File: src/fp_format_pkg.sv
package fp_format_pkg;

   // single precision field layout
   localparam int EXP_W  = 8;
   localparam int FRAC_W = 23;

   localparam int BIAS    = 127;
   localparam int EXP_MAX = 255;  // all-ones exponent, inf or nan

   // canonical quiet nan, every nan result uses this pattern
   localparam logic [31:0] QNAN = 32'h7fc00000;

   // operand class, also used for results decided early in the pipe
   typedef enum logic [1:0] {
      ZERO   = 2'd0,
      NORMAL = 2'd1,  // arithmetic still pending
      INF    = 2'd2,
      NAN    = 2'd3
   } fp_class_e;

endpackage

File: src/fpu_ops_pkg.sv
package fpu_ops_pkg;

   // funct7 encodings
   typedef enum logic [6:0] {
      OP_ADD  = 7'b0000000,
      OP_SUB  = 7'b0000100,
      OP_MUL  = 7'b0001000,
      OP_NONE = 7'b1111111  // unknown code or bubble after reset
   } fpu_op_e;

   typedef enum logic [2:0] {
      RNE = 3'd0,  // nearest, ties to even
      RTZ = 3'd1,
      RDN = 3'd2,
      RUP = 3'd3,
      RMM = 3'd4   // nearest, ties away
   } round_mode_e;

   // flag word bit positions
   localparam int FLAG_NV = 4;
   localparam int FLAG_DZ = 3;
   localparam int FLAG_OF = 2;
   localparam int FLAG_UF = 1;
   localparam int FLAG_NX = 0;

endpackage

File: src/fpu_stage_if.sv
`timescale 1ns/1ps

// contents of one pipeline register between two stages
interface fpu_stage_if;
   import fp_format_pkg::*;
   import fpu_ops_pkg::*;

   fpu_op_e           op;
   round_mode_e       rm;
   fp_class_e         cls;     // NORMAL means not yet decided
   logic              sign;
   logic signed [9:0] exp;     // room for over and underflow
   logic [47:0]       mant_a;
   logic [26:0]       mant_b;
   logic              nv;      // invalid seen early

   modport src (
      output op, rm, cls, sign, exp, mant_a, mant_b, nv
   );

   modport dst (
      input op, rm, cls, sign, exp, mant_a, mant_b, nv
   );

endinterface

File: src/fpu_operand_stage.sv
`timescale 1ns/1ps

module fpu_operand_stage (
   input  logic        clk,
   input  logic        nrst,
   input  logic [31:0] a,
   input  logic [31:0] b,
   input  logic [6:0]  funct7,
   input  logic [2:0]  frm,
   fpu_stage_if.src    out
);
   import fp_format_pkg::*;
   import fpu_ops_pkg::*;

   fpu_op_e           op_d;
   round_mode_e       rm_d;
   fp_class_e         cls_a, cls_b, cls_d;
   logic              sign_bx;     // b sign after sub inversion
   logic              eff_sub;
   logic              a_big;
   logic [7:0]        ea, eb, e_big, e_diff;
   logic [23:0]       ma, mb, m_big, m_small;
   logic [5:0]        shamt;
   logic [53:0]       wide;
   logic [26:0]       aligned;
   logic              sticky;
   logic [47:0]       prod;
   logic              sign_d, nv_d;
   logic signed [9:0] exp_d;
   logic [47:0]       mant_a_d;
   logic [26:0]       mant_b_d;

   // subnormals fall into ZERO here
   function automatic fp_class_e classify(input logic [31:0] x);
      logic [7:0] e;
      e = x[FRAC_W +: EXP_W];
      if (e == '0)
         return ZERO;
      else if (e == EXP_MAX)
         return (x[FRAC_W-1:0] != '0) ? NAN : INF;
      else
         return NORMAL;
   endfunction

   always_comb begin
      case (funct7)
         OP_ADD:  op_d = OP_ADD;
         OP_SUB:  op_d = OP_SUB;
         OP_MUL:  op_d = OP_MUL;
         default: op_d = OP_NONE;
      endcase
      rm_d = (frm > 3'd4) ? RNE : round_mode_e'(frm);  // 5..7 act as rne
   end

   always_comb begin
      cls_a   = classify(a);
      cls_b   = classify(b);
      ea      = a[30:23];
      eb      = b[30:23];
      ma      = (cls_a == NORMAL) ? {1'b1, a[22:0]} : '0;  // flushed zero has no bits
      mb      = (cls_b == NORMAL) ? {1'b1, b[22:0]} : '0;
      sign_bx = b[31] ^ (op_d == OP_SUB);
      eff_sub = a[31] ^ sign_bx;

      // swap so the larger magnitude sits in m_big
      a_big   = {ea, ma} >= {eb, mb};
      e_big   = a_big ? ea : eb;
      e_diff  = a_big ? (ea - eb) : (eb - ea);
      m_big   = a_big ? ma : mb;
      m_small = a_big ? mb : ma;

      shamt   = (e_diff > 8'd27) ? 6'd27 : e_diff[5:0];
      wide    = {m_small, 3'b000, 27'b0} >> shamt;
      aligned = wide[53:27];
      sticky  = |wide[26:0];

      prod    = ma * mb;
   end

   // settle specials now or prepare the arithmetic
   always_comb begin
      cls_d    = ZERO;
      sign_d   = 1'b0;
      nv_d     = 1'b0;
      exp_d    = '0;
      mant_a_d = '0;
      mant_b_d = '0;
      case (op_d)
         OP_ADD, OP_SUB: begin
            if (cls_a == NAN || cls_b == NAN) begin
               cls_d = NAN;
            end else if (cls_a == INF && cls_b == INF && eff_sub) begin
               cls_d = NAN;  // inf minus inf
               nv_d  = 1'b1;
            end else if (cls_a == INF) begin
               cls_d  = INF;
               sign_d = a[31];
            end else if (cls_b == INF) begin
               cls_d  = INF;
               sign_d = sign_bx;
            end else if (cls_a == ZERO && cls_b == ZERO) begin
               sign_d = eff_sub ? (rm_d == RDN) : a[31];
            end else begin
               // one zero operand just aligns to nothing
               cls_d    = NORMAL;
               sign_d   = a_big ? a[31] : sign_bx;
               exp_d    = 10'(e_big);
               mant_a_d = {eff_sub, 20'b0, m_big, 3'b000};
               mant_b_d = {aligned[26:1], aligned[0] | sticky};
            end
         end
         OP_MUL: begin
            sign_d = a[31] ^ b[31];
            if (cls_a == NAN || cls_b == NAN) begin
               cls_d = NAN;
            end else if ((cls_a == ZERO && cls_b == INF) || (cls_a == INF && cls_b == ZERO)) begin
               cls_d = NAN;
               nv_d  = 1'b1;
            end else if (cls_a == INF || cls_b == INF) begin
               cls_d = INF;
            end else if (cls_a == NORMAL && cls_b == NORMAL) begin
               cls_d    = NORMAL;
               exp_d    = 10'(ea) + 10'(eb) - 10'(BIAS);
               mant_a_d = prod;
            end
         end
         default: ;  // bubble gives a zero result later
      endcase
   end

   always_ff @(posedge clk or negedge nrst) begin
      if (!nrst) begin
         out.op  <= OP_NONE;
         out.rm  <= RNE;
         out.cls <= ZERO;
         out.nv  <= 1'b0;
      end else begin
         out.op  <= op_d;
         out.rm  <= rm_d;
         out.cls <= cls_d;
         out.nv  <= nv_d;
      end
   end

   always_ff @(posedge clk) begin
      out.sign   <= sign_d;
      out.exp    <= exp_d;
      out.mant_a <= mant_a_d;
      out.mant_b <= mant_b_d;
   end

   // the combine stage subtracts small from big and needs big first
   a_swap_order: assert property (@(posedge clk) disable iff (!nrst)
      (out.cls == NORMAL && out.op != OP_MUL)
         |-> (out.mant_a[26] && out.mant_a[26:0] >= out.mant_b))
      else $error("stage 1 aligned operand exceeds the larger one");

endmodule

File: src/fpu_combine_stage.sv
`timescale 1ns/1ps

module fpu_combine_stage (
   input  logic     clk,
   input  logic     nrst,
   fpu_stage_if.dst in,
   fpu_stage_if.src out
);
   import fp_format_pkg::*;
   import fpu_ops_pkg::*;

   logic              eff_sub;
   logic [27:0]       sum;
   logic [4:0]        lz;
   logic [26:0]       norm;
   fp_class_e         cls_d;
   logic              sign_d;
   logic signed [9:0] exp_d;
   logic [25:0]       sig_d;  // 24 bits, round, sticky

   always_comb begin
      eff_sub = in.mant_a[47];
      if (eff_sub)
         sum = {1'b0, in.mant_a[26:0]} - {1'b0, in.mant_b};  // big minus small, never negative
      else
         sum = {1'b0, in.mant_a[26:0]} + {1'b0, in.mant_b};

      // highest set bit wins
      lz = 5'd0;
      for (int i = 0; i < 27; i++) begin
         if (sum[i])
            lz = 5'(26 - i);
      end
   end

   always_comb begin
      cls_d  = in.cls;
      sign_d = in.sign;
      exp_d  = in.exp;
      sig_d  = '0;
      norm   = '0;
      if (in.cls == NORMAL) begin
         if (in.op == OP_MUL) begin
            // product of two [1,2) values lies in [1,4)
            if (in.mant_a[47]) begin
               sig_d = {in.mant_a[47:24], in.mant_a[23], |in.mant_a[22:0]};
               exp_d = in.exp + 10'sd1;
            end else begin
               sig_d = {in.mant_a[46:23], in.mant_a[22], |in.mant_a[21:0]};
            end
         end else if (sum == '0) begin
            cls_d  = ZERO;  // exact cancellation
            sign_d = (in.rm == RDN);
         end else begin
            if (sum[27]) begin
               norm  = {sum[27:2], sum[1] | sum[0]};  // carry out, shift right
               exp_d = in.exp + 10'sd1;
            end else begin
               norm  = sum[26:0] << lz;
               exp_d = in.exp - 10'(lz);
            end
            sig_d = {norm[26:3], norm[2], |norm[1:0]};
         end
      end
   end

   always_ff @(posedge clk or negedge nrst) begin
      if (!nrst) begin
         out.op  <= OP_NONE;
         out.rm  <= RNE;
         out.cls <= ZERO;
         out.nv  <= 1'b0;
      end else begin
         out.op  <= in.op;
         out.rm  <= in.rm;
         out.cls <= cls_d;
         out.nv  <= in.nv;
      end
   end

   always_ff @(posedge clk) begin
      out.sign   <= sign_d;
      out.exp    <= exp_d;
      out.mant_a <= {22'b0, sig_d};
      out.mant_b <= '0;  // unused past this stage
   end

   a_normalized: assert property (@(posedge clk) disable iff (!nrst)
      (out.cls == NORMAL) |-> out.mant_a[25])
      else $error("stage 2 significand not normalized");

endmodule

File: src/fpu_round_stage.sv
`timescale 1ns/1ps

module fpu_round_stage (
   fpu_stage_if.dst    in,
   output logic [31:0] result,
   output logic [4:0]  flags
);
   import fp_format_pkg::*;
   import fpu_ops_pkg::*;

   logic [23:0]       sig;
   logic              rnd, stk;
   logic              inexact;
   logic              inc;
   logic [24:0]       rounded;
   logic signed [9:0] exp_r;
   logic              max_finite;  // overflow saturates instead of inf

   always_comb begin
      sig     = in.mant_a[25:2];
      rnd     = in.mant_a[1];
      stk     = in.mant_a[0];
      inexact = rnd | stk;

      case (in.rm)
         RTZ:     inc = 1'b0;
         RDN:     inc = inexact & in.sign;
         RUP:     inc = inexact & ~in.sign;
         RMM:     inc = rnd;
         default: inc = rnd & (stk | sig[0]);  // ties to even
      endcase

      rounded = {1'b0, sig} + 25'(inc);
      exp_r   = in.exp + 10'(rounded[24]);  // a carry leaves the low bits zero

      max_finite = (in.rm == RTZ)
                || (in.rm == RDN && !in.sign)
                || (in.rm == RUP && in.sign);
   end

   always_comb begin
      result = '0;
      flags  = '0;
      if (in.op != OP_NONE) begin
         case (in.cls)
            NAN: begin
               result          = QNAN;
               flags[FLAG_NV]  = in.nv;
            end
            INF:  result = {in.sign, 8'hff, 23'b0};
            ZERO: result = {in.sign, 31'b0};
            default: begin
               if (exp_r >= EXP_MAX) begin
                  if (max_finite)
                     result = {in.sign, 8'hfe, 23'h7fffff};
                  else
                     result = {in.sign, 8'hff, 23'b0};
                  flags[FLAG_OF] = 1'b1;
                  flags[FLAG_NX] = 1'b1;
               end else if (exp_r < 1) begin
                  // flush to signed zero
                  result         = {in.sign, 31'b0};
                  flags[FLAG_UF] = 1'b1;
                  flags[FLAG_NX] = 1'b1;
               end else begin
                  result         = {in.sign, exp_r[7:0], rounded[22:0]};
                  flags[FLAG_NX] = inexact;
               end
            end
         endcase
      end
      flags[FLAG_DZ] = 1'b0;  // no divider in this unit
   end

   // invalid marker from stage 1 must never meet an overflow
   always_comb begin
      a_nv_of: assert (!(in.nv && flags[FLAG_OF]))
         else $error("invalid and overflow raised together");
   end

endmodule

File: src/fpu_top.sv
`timescale 1ns/1ps

module fpu_top (
   input  logic        clk,
   input  logic        nrst,
   input  logic [31:0] floating_point1,
   input  logic [31:0] floating_point2,
   input  logic [6:0]  funct7,
   input  logic [2:0]  frm,
   output logic [31:0] floating_point_out,
   output logic [4:0]  flags
);

   fpu_stage_if s1 ();  // operand -> combine
   fpu_stage_if s2 ();  // combine -> round

   fpu_operand_stage u_operand (
      .clk    (clk),
      .nrst   (nrst),
      .a      (floating_point1),
      .b      (floating_point2),
      .funct7 (funct7),
      .frm    (frm),
      .out    (s1)
   );

   fpu_combine_stage u_combine (
      .clk  (clk),
      .nrst (nrst),
      .in   (s1),
      .out  (s2)
   );

   // combinational, result follows the second register
   fpu_round_stage u_round (
      .in     (s2),
      .result (floating_point_out),
      .flags  (flags)
   );

endmodule

File: config.mk
export PLATFORM = sky130hd
export DESIGN_NAME = fpu_top
export DESIGN_NICKNAME = d
export VERILOG_FILES = /design/src/fp_format_pkg.sv /design/src/fpu_ops_pkg.sv /design/src/fpu_stage_if.sv /design/src/fpu_operand_stage.sv /design/src/fpu_combine_stage.sv /design/src/fpu_round_stage.sv /design/src/fpu_top.sv
export SDC_FILE = /design/constraint.sdc
export NUM_CORES = 2
export LEC_CHECK = 0
export BUFFER_PORTS_ARGS = -buffer_cell sky130_fd_sc_hd__buf_2
export CORE_MARGIN = 8
export CORE_UTILIZATION = 55
export DETAILED_ROUTE_END_ITERATION = 12
export MAX_ROUTING_LAYER = met4
export PLACE_DENSITY = 0.75
export RECOVER_POWER = 50
export SYNTH_ARGS = -nofsm -noshare
export SYNTH_HDL_FRONTEND = slang
export SYNTH_SLANG_ARGS = --single-unit
export TNS_END_PERCENT = 10
File: constraint.sdc
create_clock -name clk -period 6.6 [get_ports clk]
set_input_delay 0.99 -clock clk [delete_from_list [all_inputs] [get_ports clk]]
set_output_delay 0.99 -clock clk [all_outputs]
set_load 0.01 [all_outputs]
# Word level (Yosys, flattened, before mapping)
# Index checks and enable logic that the tools add are counted.
# totals
out_inout_bits	37
ff_bits	149
ramBits	0
wordCells	218
inputBits	76
latch_bits	0
n_memories	0
romBits	0
# op_classes
multipliers	1
div_mod_pow	0
shifts	2
eq_ne	23
n_lt_le_gt_ge	5
n_mux	119
n_reduce_logical	31
n_bitwise	12
n_addsub	10
# ops
op	count
$mux W48	9
$mux W5	27
$mux W10	13
$mux W24	5
$mux W27	4
$pmux W32 S3	1
$pmux W48 S2	1
$mux W26	3
$mux W31	2
$shr A54 B6 Y54	1
$mul A24 B24 Y48	1
$reduce_bool A23 Y1	2
$ge A32 B32 Y1	1
$mux W32	1
$add A27 B27 Y28	1
$logic_not A28 Y1	1
$mux W2	14
$mux W28	1
$sub A27 B27 Y28	1
$reduce_or A27 Y1	1
$shl A27 B5 Y27	1
$add A24 B1 Y25	1
$mux W1	25
$mux W8	3
other kinds (41)	83

# Depth between registers and ports, before layout
# logic_depth
ltp_word	37
ltp_mapped	42
mapped_depth_nobuf	39

# Hierarchy
# Synthesis repeated with hierarchy kept, for this count alone.
# hier_totals
cells_unflattened	4176
hier_area_um2	34180.3
# modules_own_cells
mod	cells_each	area_each_um2	n_inst	seq_area_each_um2
fpu_operand_stage	3055	25811.0	1	1950.6
fpu_combine_stage	934	7085.5	1	1074.8
fpu_round_stage	187	1283.7	1	0.0

# Least setup slack after synthesis
# No wires, ideal clock.
# synth_path
kind	input -> register
start	input floating_point2[24]
end	register u_operand.out.mant_a[47]
slack_ns	-3.097
cell_stages	40
arrival_ns	9.563
required_ns	6.466
setup_ns	0.134
n_path_buf	5
cell_sequence	inv_1 -> nand4_1 -> nor2_1 -> inv_1 -> and2_1 -> clkbuf_1 -> clkbuf_1 -> clkbuf_1 -> clkbuf_1 -> and2_1 -> clkbuf_1 -> nand2_1 -> fa_1 -> inv_1 -> fa_1 -> inv_1 -> fa_1 -> inv_1 -> [4 not listed] -> fa_1 -> inv_1 -> ha_1 -> a21o_1 -> a211o_1 -> and3_1 -> nor2_1 -> o21ai_1 -> a41oi_1 -> o211ai_1 -> a2111oi_0 -> nor3_1 -> o2111ai_1 -> nand4b_1 -> a21o_1 -> a21oi_1 -> xnor2_1 -> o22ai_1
# synth_between
elab_chain_len	11
word_cells_on_any_way	29
cone_classes	mul (1); eq/ne (4); mux (13); reduce/logical (11)
# synth_rtl
element	line_no	text
start: declaration	fpu_top.sv:7	input logic [31:0] floating_point2,
$eq A8 B8 Y1	fpu_operand_stage.sv:39	else if (e == EXP_MAX)
$mux W2	fpu_operand_stage.sv:39	
$mux W2 (*)	fpu_operand_stage.sv:37	if (e == '0)
$eq A2 B1 Y1 / $logic_not A2 Y1 (equally long branches)	--	
$mux W24 / $logic_and A1 B1 Y1 (equally long branches)	fpu_operand_stage.sv:61, fpu_operand_stage.sv:101	
$mul A24 B24 Y48 / $mux W48 (equally long branches)	fpu_operand_stage.sv:77, fpu_operand_stage.sv:101	
$mux W48, on equally long branches	fpu_operand_stage.sv:121, fpu_operand_stage.sv:98	
$mux W48, on equally long branches	fpu_operand_stage.sv:119, fpu_operand_stage.sv:95	
$mux W48, on equally long branches	fpu_operand_stage.sv:116, fpu_operand_stage.sv:92	
$mux W48, on equally long branches	fpu_operand_stage.sv:114, fpu_operand_stage.sv:90	
$pmux W48 S2 (*)	fpu_operand_stage.sv:88	case (op_d)
end signal: assignment	fpu_operand_stage.sv:148	out.mant_a <= mant_a_d;
end: declaration	fpu_stage_if.sv:18	output op, rm, cls, sign, exp, mant_a, mant_b, nv
# Every way passes the cells marked *; elsewhere a longest branch is shown, timed or not.
# A chain may end at the register's enable or synchronous reset.

# Final worst setup path
# layout_path
start	input floating_point2[23]
end	register u_operand.out.mant_a[47]
# Same word-level chain as after synthesis.

==> reports/qor.yml <==
worst_setup_path:
  endpoint_kind: "flip-flop"
  slowest_stage: "fa_1"
  timing.rr.end: "u_combine.out.exp[8]"
  slowest_delay_ns: 0.58
  rr_worst_depth: 27
  critPathMaxFanout: 8
  reg2reg_slack_ns: 0.24
  critPathArrivalTime_ns: 9.28
  timing.rr.start: "u_operand.out.mant_b[0]"
  path_common_cell: "fa_1"
  critPathLaunch: "floating_point2[23]"
  critPathLaunchType: "input port"
  worstPathRequired_ns: 6.87
  crit_type: "in -> reg"
clocking:
  insertion_delay_ns: 0.43
  clk_path_buf_depth: 2
  clock-sinks: 141
  numCtsBuffers: 17
  cts_tree: "yes"
  cts.clk_slew.worst_paths_ns: 0.08
  h-tree-depth: 4
  cts_root_buf: "clkbuf_16"
synthesis:
  synth_top_area_share_pct: 29.2
  synth_cell_types: 102
  synth_edf_count: 0
  syn_area_um2: 33400
  synth.area.top_cells: "fa_1, ha_1, inv_1"
  syn_nets: 4991
  synthArstFlopShare_pct: 12.8
  synth-seq-area-share_pct: 8.75
  ys_ff_latch: 141
  syn_area_per_cell_um2: 8.06
  synth_flop_cell: "dfxtp_1"
  ys_warn_count: 0
  synth_cells: 4143
  yosysTopAreaCell: "fa_1"
sta:
  setup_slack_ns: -2.41
  finalSetupViolCount: 49
  skew_ns: 0.0163
  hold_viol_final: 0
  worstMarginPinSlew_ns: 0.995
  slew_headroom_pct: 33.7
  slew_viol_final: 0
  fin_crit_sh_pct: 137
  fin_crit_ns: 9.01
  rsz0062_at_grt: "true"
  timing.fmax_mhz: 111
route:
  first_iter_violations: 3267
  detail_route.wl_per_cell_um: 22.9
  dr.pass1.iters: 6
  post-route-drc-count: 0
  vias_per_cell: 5.95
  ant_nets: 0
  route.vias.total: 32719
  wl_um: 126000
worst_hold_path:
  hold_path_class: "reg -> reg"
  holdPathStages: 0
  hold-path-endpoint: "u_combine.out.op[5]"
  hp-start: "u_operand.out.op[5]"
placement:
  dpl_cell_area_um2: 39000
  gp_congestion: 1.11
  pre_cts_slack_ns: -3.18
  io_buffers: 111
  dp_hpwl_um: 105000
status:
  failed_checks: "negative setup slack"
  status: "finished with violations"
floorplanning:
  start_util_pct: 55.5
  rows: 90
  die_y_um: 262
  io_pins: 113
  die-area_um2: 68800
  fp.dieW_um: 262
  core_region_area_um2: 60100
flow_run:
  max_cap_violations: 0
grt:
  grt_pass1_vias: 33028
  grt_overflow: 0
  grt_max_degree: 90
  grt_usage_pct: 36.8
  antenna_found_initial: 1
  grt_pass1_wl_um: 193000
finish:
  layout_commonest_cell: "inv_1"
  layout-drive-gt1-share_pct: 22.0
  final_util_pct: 67.9
  final_cell_mix: "inv_1, buf_4, fa_1, nand2_1, nor2_1"
  nNetsFinal: 5544
  area_delta_synth_final_pct: 22.3
  design_area_um2: 40800
## worst max-delay path, delay by kind of cell
family,cells,cell delay [ns]
buffers and inverters,8,0.92
xor gates and xnor gates,1,0.13
AOI/OAI and AO/OA,13,2.42
adders and majority gates,8,3.49
and+or+nand+nor,6,1.31
## cell families after synthesis
group,share of synthesized area (%)
compound gates,13.3
xor+xnor,3.93
fa+ha+maj,39.9
buf+inv,10.2
flops,8.75
mux,3.60
other cells,0.0112
simple gates,20.3
## synth_stat cells (51+ instances only)
| library cell | number |
|---|---|
| nor2_1 | 312 |
| dfxtp_1 | 123 |
| fa_1 | 487 |
| nor3_1 | 69 |
| o22ai_1 | 53 |
| nand2_1 | 491 |
| and3_1 | 152 |
| xnor2_1 | 100 |
| and2_1 | 159 |
| o21ai_0 | 99 |
| nand3_1 | 51 |
| clkbuf_1 | 179 |
| a21oi_1 | 172 |
| inv_1 | 666 |
| ha_1 | 285 |
| mux2i_1 | 110 |
| a21o_1 | 55 |
## how the worst max path moves through the flow
| stage | end | slack (ns) | depth (start not counted) |
|---|---|---|---|
| floorplan | u_operand.out.mant_a[46] | -2.30 | 37 |
| global placement | u_operand.out.mant_a[47] | -3.08 | 37 |
| detailed placement | u_operand.out.mant_a[47] | -3.18 | 37 |
| CTS | u_operand.out.mant_a[47] | -2.29 | 38 |
| global route | u_operand.out.mant_a[47] | -2.68 | 36 |
| finish | u_operand.out.mant_a[47] | -2.41 | 36 |
## through the flow
stage / std cells / TNS (ns) / hold slack, ns
finish: 5495 / -60.63 / 0.371
global route: 5491 / -74.62 / 0.375
CTS: 5472 / -55.74 / 0.370
detailed placement: 5425 / -92.58 / 0.347
global placement: 5425 / -89.35 / 0.334
floorplan: 4143 / -52.24 / 0.331
## sequential cells by signal (all words and copies together) (netlist names)
name,flops
u_combine.out.rm,3
u_combine.out.exp,10
u_operand.out.cls,2
u_combine.out.mant_a,26
u_operand.out.sign,1
u_operand.out.mant_a,48
u_operand.out.op,3
u_combine.out.sign,1
u_operand.out.mant_b,27
u_operand.out.exp,10
u_combine.out.cls,2
u_combine.out.op,3
u_operand.out.rm,3
u_combine.out.nv,1
u_operand.out.nv,1
## area by class of cell
type	instances	area [um^2]
Clock inverter	15	194
Clock buffer	17	425
Sequential cell	141	2920
Fill cell	5066	19300
Timing Repair Buffer	752	5750
Multi-Input combinational cell	3110	28000
Inverter	674	2530
Tap cell	782	978
Antenna cell	4	10.0
## metal layers
layer | share of wire, % | wire length (um) | GRT usage (%)
met5 | 0 | 0 | -
met4 | 6.1 | 7700 | 18.1
met3 | 9.1 | 11500 | 6.01
met2 | 46 | 58200 | 58.9
met1 | 39 | 48700 | 45.1
## what timing repair did
item	in CTS	in global routing
hold buffers	0	0
setup endpoints to repair	53	107
pin swaps	51	102
gates cloned	2	2
gates resized for setup	127	143
buffers inserted	13	22
Power is left out: the tool's default activity adds up to more than one toggle a clock period on the data nets, which glitch-free logic cannot reach.
